===== src/idecodePkg.sv =====
`default_nettype none

package idecodePkg;

	// ========================================
	// Unit codes
	// ========================================
	typedef logic [2:0] unit_t;

	localparam unit_t unitB = 3'd1;
	localparam unit_t unitI = 3'd2;
	localparam unit_t unitM = 3'd4;

	// Instruction overlay, msb first
	typedef struct packed {
		logic [4:0] funct5;
		logic [1:0] memMod;	// upper bit selects store
		logic [1:0] opExt;
		logic [2:0] szFld;
		logic [5:0] rs3;
		logic [5:0] rs2;
		logic [5:0] rs1;
		logic [3:0] opcode4;
		logic [5:0] rd;
	} instr_t;

	// ========================================
	// Opcode and function values
	// ========================================
	localparam logic [3:0] opBcc = 4'd0;
	localparam logic [3:0] opBBc = 4'd1;
	localparam logic [3:0] opBRcc = 4'd2;
	localparam logic [3:0] opJMP = 4'd3;
	localparam logic [3:0] opBEQI = 4'd4;
	localparam logic [3:0] opCALL = 4'd5;
	localparam logic [3:0] opCHK = 4'd6;
	localparam logic [3:0] opCHKI = 4'd7;
	localparam logic [3:0] opJAL = 4'd8;
	localparam logic [3:0] opRET = 4'd9;
	localparam logic [3:0] opBRK = 4'd10;
	localparam logic [3:0] opBMISC = 4'd11;

	// BMISC sub-functions in funct5
	localparam logic [4:0] fnSEI = 5'd0;
	localparam logic [4:0] fnRTI = 5'd1;
	localparam logic [4:0] fnSYNC = 5'd2;
	localparam logic [4:0] fnWAIT = 5'd3;

	// Integer unit
	localparam logic [3:0] opR3 = 4'd2;
	localparam logic [3:0] opMULI = 4'd12;
	localparam logic [3:0] opDIVI = 4'd13;
	localparam logic [3:0] opMODI = 4'd14;
	localparam logic [4:0] fnMUL = 5'd8;
	localparam logic [4:0] fnDIV = 5'd9;
	localparam logic [4:0] fnMOD = 5'd10;

	// Memory unit, opcode4 0 to 5 are sized accesses
	localparam logic [3:0] memLastSized = 4'd5;
	localparam logic [3:0] memNdx = 4'd6;
	localparam logic [3:0] memStack = 4'd7;

	// Access sizes
	localparam logic [2:0] byt = 3'd0;
	localparam logic [2:0] wyde = 3'd1;
	localparam logic [2:0] tetra = 3'd2;
	localparam logic [2:0] penta = 3'd3;
	localparam logic [2:0] octa = 3'd4;
	localparam logic [2:0] deci = 3'd5;

	localparam logic [6:0] callLinkReg = 7'd61;
	localparam logic [2:0] wordSize = 3'd3;

	// ========================================
	// Decode structures
	// ========================================
	typedef struct packed {
		logic       fileSel;
		logic [5:0] num;
	} regTarget_t;

	typedef struct packed {
		logic isB;
		logic isI;
		logic isM;
	} unitClass_t;

	typedef struct packed {
		logic br;
		logic brcc;
		logic jmp;
		logic call;
		logic ret;
		logic jal;
		logic brk;
		logic irq;
		logic rti;
		logic sei;
		logic waitOp;
		logic chk;
		logic chki;
		logic canEx;
	} brFlags_t;

	typedef struct packed {
		logic       mem;
		logic       load;
		logic       store;
		logic       push;
		logic       pop;
		logic       ndx;
		logic       mem2;
		logic [2:0] memSz;
		logic       canEx;
	} memFlags_t;

	typedef struct packed {
		logic [63:0] constVal;
		logic        imm;
		logic [5:0]  rs1;
		logic [5:0]  rs2;
		logic [5:0]  rs3;
		regTarget_t  rd;
		regTarget_t  rd2;
		logic [2:0]  sz;
		brFlags_t    br;
		memFlags_t   mem;
		logic        bt;
		logic        sync;
		logic        canEx;
		logic        rfw;
		logic        alu;
		logic        fc;
		unit_t       unit;
	} decodeBus_t;

	// Three-register integer form
	function automatic logic isR3Form(input instr_t ins);
		return ins.opExt == 2'b00 && ins.opcode4 == opR3;
	endfunction

endpackage

`default_nettype wire


===== src/idecodeBranch.sv =====
`timescale 1ns/1ps
`default_nettype none

module idecodeBranch (
	input  idecodePkg::unitClass_t unitClass,
	input  idecodePkg::instr_t     instr,
	output idecodePkg::brFlags_t   br
);
	import idecodePkg::*;

	always_comb
	begin
		br = '0;
		if (unitClass.isB)
		begin
			case (instr.opcode4)
				opBcc, opBBc, opBEQI:
					br.br = 1'b1;
				opBRcc:
					br.brcc = 1'b1;
				opJMP:
					br.jmp = 1'b1;
				opCALL:
					br.call = 1'b1;
				opCHK, opCHKI:
				begin
					br.br = 1'b1;
					br.chk = 1'b1;
					br.chki = instr.opcode4 == opCHKI;
					br.canEx = 1'b1;
				end
				opJAL:
					br.jal = 1'b1;
				opRET:
					br.ret = 1'b1;
				opBRK:
				begin
					br.brk = 1'b1;
					// Hardware interrupts arrive as BRK with the top bit set
					br.irq = instr.funct5[4];
					br.canEx = 1'b1;
				end
				opBMISC:
				begin
					br.sei = instr.funct5 == fnSEI;
					br.rti = instr.funct5 == fnRTI;
					br.waitOp = instr.funct5 == fnWAIT;
				end
				default:
					br = '0;
			endcase
		end
	end

endmodule

`default_nettype wire


===== src/idecodeConst.sv =====
`timescale 1ns/1ps
`default_nettype none

module idecodeConst (
	input  idecodePkg::unitClass_t unitClass,
	input  idecodePkg::instr_t     instr,
	output logic [63:0]            constVal,
	output logic                   imm
);
	import idecodePkg::*;

	logic [39:0] raw;
	logic        isChki;
	logic        isStore;

	assign raw = instr;
	assign isChki = unitClass.isB && instr.opcode4 == opCHKI;
	assign isStore = unitClass.isM && instr.memMod[1];

	// Bit 39 is the sign in every layout
	always_comb
	begin
		if (isStore)
			constVal = {{44{raw[39]}}, raw[39:35], raw[30:22], raw[5:0]};
		else if (unitClass.isM)
			constVal = {{44{raw[39]}}, raw[39:35], raw[30:16]};
		else if (isChki)
			constVal = {{42{raw[39]}}, raw[39:33], raw[30:22], raw[5:0]};
		else
			constVal = {{42{raw[39]}}, raw[39:33], raw[30:16]};
	end

	// Constant-present flag
	always_comb
	begin
		imm = 1'b0;
		if (unitClass.isB)
			imm = isChki || instr.opcode4 == opJAL;
		else if (unitClass.isI)
			imm = !isR3Form(instr);
		else if (unitClass.isM)
			imm = instr.opcode4 <= memLastSized;
	end

endmodule

`default_nettype wire


===== src/idecodeCtrl.sv =====
`timescale 1ns/1ps
`default_nettype none

module idecodeCtrl (
	input  logic                   clk,
	input  logic                   rstN,
	input  logic                   instrValid,
	input  idecodePkg::unit_t      unit,
	input  idecodePkg::instr_t     instr,
	output idecodePkg::unitClass_t unitClass,
	input  logic [63:0]            constVal,
	input  logic                   imm,
	input  idecodePkg::regTarget_t rd,
	input  idecodePkg::regTarget_t rd2,
	input  logic [5:0]             rs1,
	input  logic [5:0]             rs2,
	input  logic [5:0]             rs3,
	input  idecodePkg::brFlags_t   br,
	input  idecodePkg::memFlags_t  mem,
	output logic                   decValid,
	output idecodePkg::decodeBus_t dec
);
	import idecodePkg::*;

	logic       isR3;
	logic       intCanEx;
	logic       isSyncOp;
	logic       hasTarget;
	decodeBus_t nextDec;

	// ========================================
	// Unit classification
	// ========================================
	assign unitClass.isB = unit == unitB;
	assign unitClass.isI = unit == unitI;
	assign unitClass.isM = unit == unitM;

	assign isR3 = unitClass.isI && isR3Form(instr);

	// Multiply and divide can trap on overflow or divide by zero
	always_comb
	begin
		intCanEx = 1'b0;
		if (isR3)
			intCanEx = instr.funct5 == fnMUL || instr.funct5 == fnDIV
				|| instr.funct5 == fnMOD;
		else if (unitClass.isI && instr.opExt == 2'b00)
			intCanEx = instr.opcode4 == opMULI || instr.opcode4 == opDIVI
				|| instr.opcode4 == opMODI;
	end

	assign isSyncOp = unitClass.isB && instr.opcode4 == opBMISC && instr.funct5 == fnSYNC;
	assign hasTarget = rd.num != 6'd0 || rd2.num != 6'd0;

	always_comb
	begin
		nextDec = '0;
		nextDec.constVal = constVal;
		nextDec.imm = imm;
		nextDec.rs1 = rs1;
		nextDec.rs2 = rs2;
		nextDec.rs3 = rs3;
		nextDec.rd = rd;
		nextDec.rd2 = rd2;
		nextDec.sz = isR3 ? instr.szFld : wordSize;
		nextDec.br = br;
		nextDec.mem = mem;
		// Targets the predictor cannot know ahead of time
		nextDec.bt = br.jal || br.ret || br.brk || br.rti;
		nextDec.sync = isSyncOp || br.rti || br.brk;
		nextDec.canEx = intCanEx || br.canEx || mem.canEx;
		nextDec.rfw = hasTarget && (unitClass.isI
			|| br.call || br.jal || br.ret || br.sei
			|| mem.load || mem.push || mem.pop);
		nextDec.alu = unitClass.isI;
		nextDec.fc = unitClass.isB;
		nextDec.unit = unit;
	end

	// ========================================
	// Output register
	// ========================================
	always_ff @(posedge clk or negedge rstN)
	begin
		if (!rstN)
		begin
			decValid <= 1'b0;
			dec <= '0;
		end
		else
		begin
			decValid <= instrValid;
			if (instrValid)
				dec <= nextDec;
		end
	end

endmodule

`default_nettype wire


===== src/idecodeMem.sv =====
`timescale 1ns/1ps
`default_nettype none

module idecodeMem (
	input  idecodePkg::unitClass_t unitClass,
	input  idecodePkg::instr_t     instr,
	output idecodePkg::memFlags_t  mem
);
	import idecodePkg::*;

	logic       isAccess;
	logic       isStore;
	logic [2:0] accessSz;

	// Opcode4 8 to 15 are reserved and do neither
	assign isAccess = !instr.opcode4[3];
	assign isStore = instr.memMod[1];

	// ========================================
	// Access size
	// ========================================
	always_comb
	begin
		case (instr.opcode4)
			4'd0:
				accessSz = byt;
			4'd1:
				accessSz = wyde;
			4'd2:
				accessSz = tetra;
			4'd3:
				accessSz = penta;
			4'd4:
				accessSz = octa;
			4'd5:
				accessSz = deci;
			memNdx:
				accessSz = instr.funct5[2:0] > deci ? deci : instr.funct5[2:0];
			default:
				accessSz = deci;
		endcase
	end

	always_comb
	begin
		mem = '0;
		if (unitClass.isM)
		begin
			mem.mem = 1'b1;
			mem.load = isAccess && !isStore;
			mem.store = isAccess && isStore;
			mem.push = instr.opcode4 == memStack && isStore;
			mem.pop = instr.opcode4 == memStack && !isStore;
			mem.ndx = instr.opcode4 == memNdx;
			mem.mem2 = instr.opcode4 == memStack;
			mem.memSz = accessSz;
			// Any access may fault on translation
			mem.canEx = 1'b1;
		end
	end

endmodule

`default_nettype wire


===== src/idecodeRegs.sv =====
`timescale 1ns/1ps
`default_nettype none

module idecodeRegs (
	input  idecodePkg::unitClass_t unitClass,
	input  idecodePkg::instr_t     instr,
	output idecodePkg::regTarget_t rd,
	output idecodePkg::regTarget_t rd2,
	output logic [5:0]             rs1,
	output logic [5:0]             rs2,
	output logic [5:0]             rs3
);
	import idecodePkg::*;

	logic isStackOp;

	assign isStackOp = unitClass.isM && instr.opcode4 == memStack;

	// Primary target
	always_comb
	begin
		rd = '0;
		if (unitClass.isB)
		begin
			case (instr.opcode4)
				opCALL:
					rd = callLinkReg;
				opJAL, opRET:
					rd = {1'b0, instr.rd};
				opBMISC:
					if (instr.funct5 == fnSEI)
						rd = {1'b0, instr.rd};
				default:
					rd = '0;
			endcase
		end
		else if (unitClass.isI)
			rd = {1'b0, instr.rd};
		// Loads including pop; push leaves Rd clear
		else if (unitClass.isM && !instr.memMod[1] && !instr.opcode4[3])
			rd = {1'b0, instr.rd};
	end

	// Push and pop update the stack pointer held in Rs1
	assign rd2 = isStackOp ? {1'b0, instr.rs1} : '0;

	assign rs1 = instr.rs1;
	assign rs2 = instr.rs2;
	assign rs3 = instr.rs3;

endmodule

`default_nettype wire


===== src/idecoder.sv =====
`timescale 1ns/1ps
`default_nettype none

module idecoder (
	input  logic                   clk,
	input  logic                   rstN,
	input  logic                   instrValid,
	input  idecodePkg::unit_t      unit,
	input  idecodePkg::instr_t     instr,
	output logic                   decValid,
	output idecodePkg::decodeBus_t dec
);
	import idecodePkg::*;

	unitClass_t  unitClass;
	logic [63:0] constVal;
	logic        imm;
	regTarget_t  rd;
	regTarget_t  rd2;
	logic [5:0]  rs1;
	logic [5:0]  rs2;
	logic [5:0]  rs3;
	brFlags_t    brFlags;
	memFlags_t   memFlags;

	// Datapath decode, all combinational
	idecodeConst constInst (.unitClass, .instr, .constVal, .imm);

	idecodeRegs regsInst (.unitClass, .instr, .rd, .rd2, .rs1, .rs2, .rs3);

	idecodeBranch branchInst (.unitClass, .instr, .br(brFlags));

	idecodeMem memInst (.unitClass, .instr, .mem(memFlags));

	// Unit classification and the registered bundle
	idecodeCtrl ctrlInst (
		.clk,
		.rstN,
		.instrValid,
		.unit,
		.instr,
		.unitClass,
		.constVal,
		.imm,
		.rd,
		.rd2,
		.rs1,
		.rs2,
		.rs3,
		.br(brFlags),
		.mem(memFlags),
		.decValid,
		.dec
	);

endmodule

`default_nettype wire


===== config.mk =====
export PLATFORM = sky130hd
export DESIGN_NAME = idecoder
export DESIGN_NICKNAME = d
export VERILOG_FILES = /design/src/idecodePkg.sv /design/src/idecodeBranch.sv /design/src/idecodeConst.sv /design/src/idecodeCtrl.sv /design/src/idecodeMem.sv /design/src/idecodeRegs.sv /design/src/idecoder.sv
export SDC_FILE = /design/constraint.sdc
export NUM_CORES = 1
export LEC_CHECK = 0
export BUFFER_PORTS_ARGS = -buffer_cell sky130_fd_sc_hd__buf_2
export CORE_UTILIZATION = 50
export CTS_CLUSTER_DIAMETER = 50
export DETAILED_ROUTE_END_ITERATION = 8
export PLACE_DENSITY = 0.77
export SLEW_MARGIN = 15
export SYNTH_ARGS = -nofsm -noshare
export SYNTH_HDL_FRONTEND = slang
export SYNTH_HIERARCHICAL = 1
export SYNTH_SLANG_ARGS = --single-unit

===== constraint.sdc =====
create_clock -name clk -period 0.8 [get_ports clk]
set_input_delay 0.12 -clock clk [delete_from_list [all_inputs] [get_ports clk]]
set_output_delay 0.12 -clock clk [all_outputs]
set_load 0.02 [all_outputs]

-- Yosys cells after proc, flatten, opt, wreduce, memory -nomap -nowiden
Cells that the tools add are included.
- output and inout port bits: 135
- logic and storage cells: 142
- flip-flop bits (word level): 93
- input port bits: 46
- eq/ne operators: 23
- reductions and logical operators: 47
- multiplexer cells: 29
- magnitude comparators: 2
- operators by type and width (cell ; number):
    two-way mux 21 bit ; 2
    equality test 4 bit, second input constant ; 7
    two-way mux 6 bit ; 4
    case mux 7 bit (3 select lines) ; 1
    logical OR 1 bit ; 20
    case mux 3 bit (6 select lines) ; 1
    equality test 4 x 3 -> 1 bit, second input constant ; 4
    equality test 5 x 4 -> 1 bit, second input constant ; 3
    logical AND 1 bit ; 15
    two-way mux 14 bit ; 1
    two-way mux 7 bit ; 2
    two-way mux 1 bit ; 12
    nonzero test 6 bit ; 2
    two-way mux 11 bit ; 1
    equality test 5 x 2 -> 1 bit, second input constant ; 2
    two-way mux 3 bit ; 3
    equality test 4 x 2 -> 1 bit, second input constant ; 2
    equality test 5 x 1 -> 1 bit, second input constant ; 1
    logical NOT 5 bit ; 1
    OR reduction 5 bit ; 1
    equality test 4 x 1 -> 1 bit, second input constant ; 1
    <= comparator 4 x 3 -> 1 bit, second input constant ; 1
    logical NOT 4 bit ; 1
    two-way mux 2 bit ; 2
    other kinds (8) ; 11

-- Longest topological paths before layout
- depth after elaboration: 12
- mapped depth: 8
- depth with buffers taken out: 7

-- Hierarchy
Netlist, hierarchy kept.
- by module, submodules not included (module ; cells an instance ; area each (µm²) ; times used):
    idecodeCtrl ; 317 ; 5190.0 ; 1
    idecodeConst ; 79 ; 624.3 ; 1
    idecodeRegs ; 43 ; 314.1 ; 1
    idecodeBranch ; 26 ; 176.4 ; 1
    idecodeMem ; 21 ; 136.4 ; 1

-- Least setup slack after synthesis
OpenSTA, ideal clock, no wires.
- path kind: input to register
- start point: in unit[1]
- end point: reg ctrlInst/dec[70] (netlist name)
- stages: 6
- slack: -1.046 ns
- data arrival time: 1.722 ns
- library setup time: 0.125 ns
- cell sequence: nor3b_1 > buf_6 > nand2_1 > o21ai_4 > mux2_2 > mux2_2
- longest elaborated chain between the ends: 5
- RTL lines (item ; RTL line ; source):
    start: declaration ; idecoder.sv:8 ; input idecodePkg::unit_t unit,
    equality test 3 x 1 -> 1 bit ; idecodeCtrl.sv:34 ; assign unitClass.isB = unit == unitB;
    logical AND 1 bit ; idecodeConst.sv:17 ; assign isChki = unitClass.isB && instr.opcode4 == opCHKI;
    two-way mux 6 bit ; idecodeConst.sv:27 ; else if (isChki)
    two-way mux 21 bit ; idecodeConst.sv:25 ; else if (unitClass.isM)
    two-way mux 21 bit (*) ; idecodeConst.sv:23 ; if (isStore)
    named net constVal[0] ; idecoder.sv:16 ; logic [63:0] constVal;
Mark *: on every way through the listed nets, which the timed path passes. The rest lies on a longest branch.
A chain may end at the register's enable or synchronous reset.

==> out/qor.csv <==
stage;metric;value;unit
timing;skew;0;ns
placement;gp_congestion;0.8473;
final_layout;layout.nets;869;
die;rows;41;
power_and_ir_drop;combPwrFrac;25.1;%
worst_setup_path;worst_path_most_repeated_cell;buf_6;
die;dieHeight;115.5;µm
placement;port_buffers;180;
final_layout;antennaDiodeCount;0;
timing;fin_crit_sh;194.9;%
worst_setup_path;critical_path_class;primary input to register;
synthesis;synth_sequential_area_ratio;52.45;%
worst_setup_path;arrival;1.90;ns
power_and_ir_drop;clockPowerShare;38.4;%
synthesis;ys_async_sr_fraction;100.0;%
power_and_ir_drop;intPower;15.56;mW
routing;drt-total-wl;27190;µm
die;dieArea;13340;µm²
power_and_ir_drop;p_sw_share;28.13;%
synthesis;yosys_most_used_dff;dfrtp_1;
die;fp.coreArea;12570;µm²
run_status;outcome;complete, but fails checks;
placement;place_hpwl;10770;µm
final_layout;area_growth;78.61;%
routing;firstDrtPassIters;6;
synthesis;syn_avg_cell_area;13.25;µm²
timing;hold_slack;-0.005263;ns
timing;setup_slack;-0.7589;ns
routing;avgRoutedWirePerCell;26.97;µm
global_routing;grt_max_degree;45;
worst_setup_path;critPathTopFamily;simple AND/OR/NAND/NOR gates;
global_routing;antenna_found_initial;2;
timing;setup_violations;256;
placement;place_ws;-1.075;ns
worst_setup_path;required;1.14;ns
global_routing;gr-total-overflow;0;
job;drv_cap;0;
worst_setup_path;slowest_stage;nand3b_1;
power_and_ir_drop;pwr-share-seq;36.5;%
global_routing;grtUsageTotal;33.04;%
placement;dpl.cell_count;829;
timing;finalSetupTns;-71.13;ns
clock_network;cts_max_level;4;
worst_setup_path;worst-path-buf-inv;4;
synthesis;synth-seq-cells;135;
routing;drt-vias-per-instance;5.719;
worst_setup_path;crit_fanout;4;
routing;initialDrtViolationCount;401;
power_and_ir_drop;p_leak;5.734;nW
routing;vias;5765;
timing;relSlewSlack;64.78;%
die;ios;181;
synthesis;synth_edf_count;0;
timing;max_freq;641.5;MHz
clock_network;cts_tree;built;
power_and_ir_drop;total_power;21.65;mW
timing;rsz0062_at_grt;yes;
clock_network;clock_latency;0.43;ns
global_routing;grt_pass1_wl;32260;µm
worst_setup_path;cp-start-kind;primary input;
synthesis;synth_area;6441;µm²
global_routing;grt_pass1_vias;5774;
clock_network;cts_buffers;17;
synthesis;synth_cell_types;48;
timing;final_hold_viol_count;1;
final_layout;n_fill_cell;390;
run_status;failed_checks;hold timing, setup timing;
power_and_ir_drop;p_per_area;1882;nW/µm²
power_and_ir_drop;p_sw;6.090;mW
clock_network;cts.path.max_buffers;2;
clock_network;clkSlewWorstSetupHoldPaths;0.06;ns
final_layout;fin_cells;1008;
worst_setup_path;path_cells;buf_8 -> buf_12 -> nor3b_4 -> buf_6 -> nand3b_1 -> buf_6 -> nor3_4 -> nor4_1 -> nand4b_1 -> o21ai_1 -> a31oi_1;
synthesis;synth_cells;486;
timing;period_needed;1.559;ns
clock_network;cts_root_buffer;clkbuf_16;
die;start_util;51.25;%
power_and_ir_drop;peakVddDrop;1455;µV
die;fp.dieW;115.5;µm
synthesis;yosys_warnings;6;
routing;drc;0;
worst_setup_path;end_kind;register;
clock_network;cts.sinks;135;
min_path;min_path_type;primary input to register;
timing;worst-slew-pin-transition;0.5209;ns
routing;ant_nets;0;
timing;slew_viol_final;0;
final_layout;drive_gt1_share;75.48;%
worst_setup_path;max_stage_delay;0.25;ns
[worst paths after layout]
kind	from	to	slack [ns]	depth (start not counted)
worst max-delay path	unit[2]	ctrlInst/dec[5]	-0.76	11
worst min-delay path	instrValid	ctrlInst/dec[40]	-0.005	2
worst max register to register	ctrlInst/dec[23]	ctrlInst/dec[23]	-0.32	3
worst min register to register	ctrlInst/dec[13]	ctrlInst/dec[13]	0.54	1
max in group asynchronous	rstN	ctrlInst/dec[78]	0.12	3
min in group asynchronous	rstN	ctrlInst/dec[36]	0.16	2
[synth_stat cells (all sizes together) (2+ instances only)]
| cell type | count | area (µm²) |
|---|---|---|
| a211oi | 2 | 20.02 |
| a21o | 5 | 43.79 |
| a21oi | 4 | 20.02 |
| a31oi | 3 | 18.77 |
| and2 | 8 | 51.30 |
| and3 | 2 | 15.01 |
| and4b | 2 | 20.02 |
| buf | 93 | 686.9 |
| dfrtp | 135 | 3378 |
| inv | 8 | 30.03 |
| mux2 | 137 | 1543 |
| nand2 | 6 | 22.52 |
| nand2b | 5 | 31.28 |
| nand3 | 4 | 25.02 |
| nand3b | 4 | 30.03 |
| nand4b | 3 | 26.28 |
| nor2 | 14 | 52.55 |
| nor3 | 8 | 45.04 |
| nor3b | 6 | 67.57 |
| nor4 | 5 | 52.55 |
| nor4b | 3 | 26.28 |
| o21ai | 8 | 51.30 |
| o22a | 2 | 17.52 |
| o22ai | 3 | 25.02 |
| or4 | 2 | 18.77 |
| or4b | 4 | 40.04 |
[cells by family after synthesis]
group / share of synthesized area, %
buffers and inverters: 11.13
other: 0.05822
DFF: 52.45
muxes: 23.95
and+or+nand+nor: 8.644
AOI/OAI and AO/OA: 3.769
[power groups by stage]
stage	Combinational [mW]	Sequential, mW	Clock, mW
2_1_floorplan	1.50	8.40	0
3_3_place_gp	3.17	7.75	0
3_5_place_dp	3.24	7.77	0
4_1_cts	4.56	7.77	8.17
5_1_grt	5.63	7.94	8.68
6_report	5.44	7.91	8.30
[state kept, by name, indices dropped and copies added, names as in the netlist]
name / cells
ctrlInst/dec: 134
ctrlInst/decValid: 1
[final cells by class]
cell class	instances	area (µm²)	share of cell area [%]
timing repair buffer	410	4079	35.45
sequential	135	3386	29.43
multi-input combinational	251	3178	27.62
clock buffer	20	466.7	4.057
tap	172	215.2	1.871
clock inverter	12	150.1	1.305
inverter	8	30.03	0.2610
[placed cells by master, fill, tap and decap left out, types with 6 or more instances in the layout]
cell type / count
buf_6: 220
dfrtp_1: 129
mux2_2: 13
and2_4: 6
nor3_4: 6
dfrtp_2: 6
buf_4: 117
buf_12: 15
nor2_1: 6
dlygate4sd3_1: 20
nor2_4: 6
inv_1: 8
mux2_4: 124
buf_2: 34
clkbuf_16: 17
[repair_timing]
action                                 CTS  global route
pin swaps                               33            28
gates cloned                             0             0
resized for setup                      357           138
endpoints found under the hold margin  164             0
hold buffers                            20             0
setup endpoints to repair              191           255
setup buffers                           87            71
[through the flow]
stage	hold WS (ns)	area, µm²	util (%)
final	-0.005263	11500	91.54
after global routing	-0.01022	11500	91.54
after CTS	-0.02472	10620	84.50
after detailed placement	-0.01665	7953	63.28
after global placement	-0.01552	7953	63.28
after floorplan	-0.1756	6914	-
[layer usage]
layer,GRT usage (%),wire [µm]
met5,0,13
met4,19.39,2045
met3,9.310,2148
met2,57.56,13360
met1,36.00,9622
No activity file was read; power rests on OpenSTA's default activity.
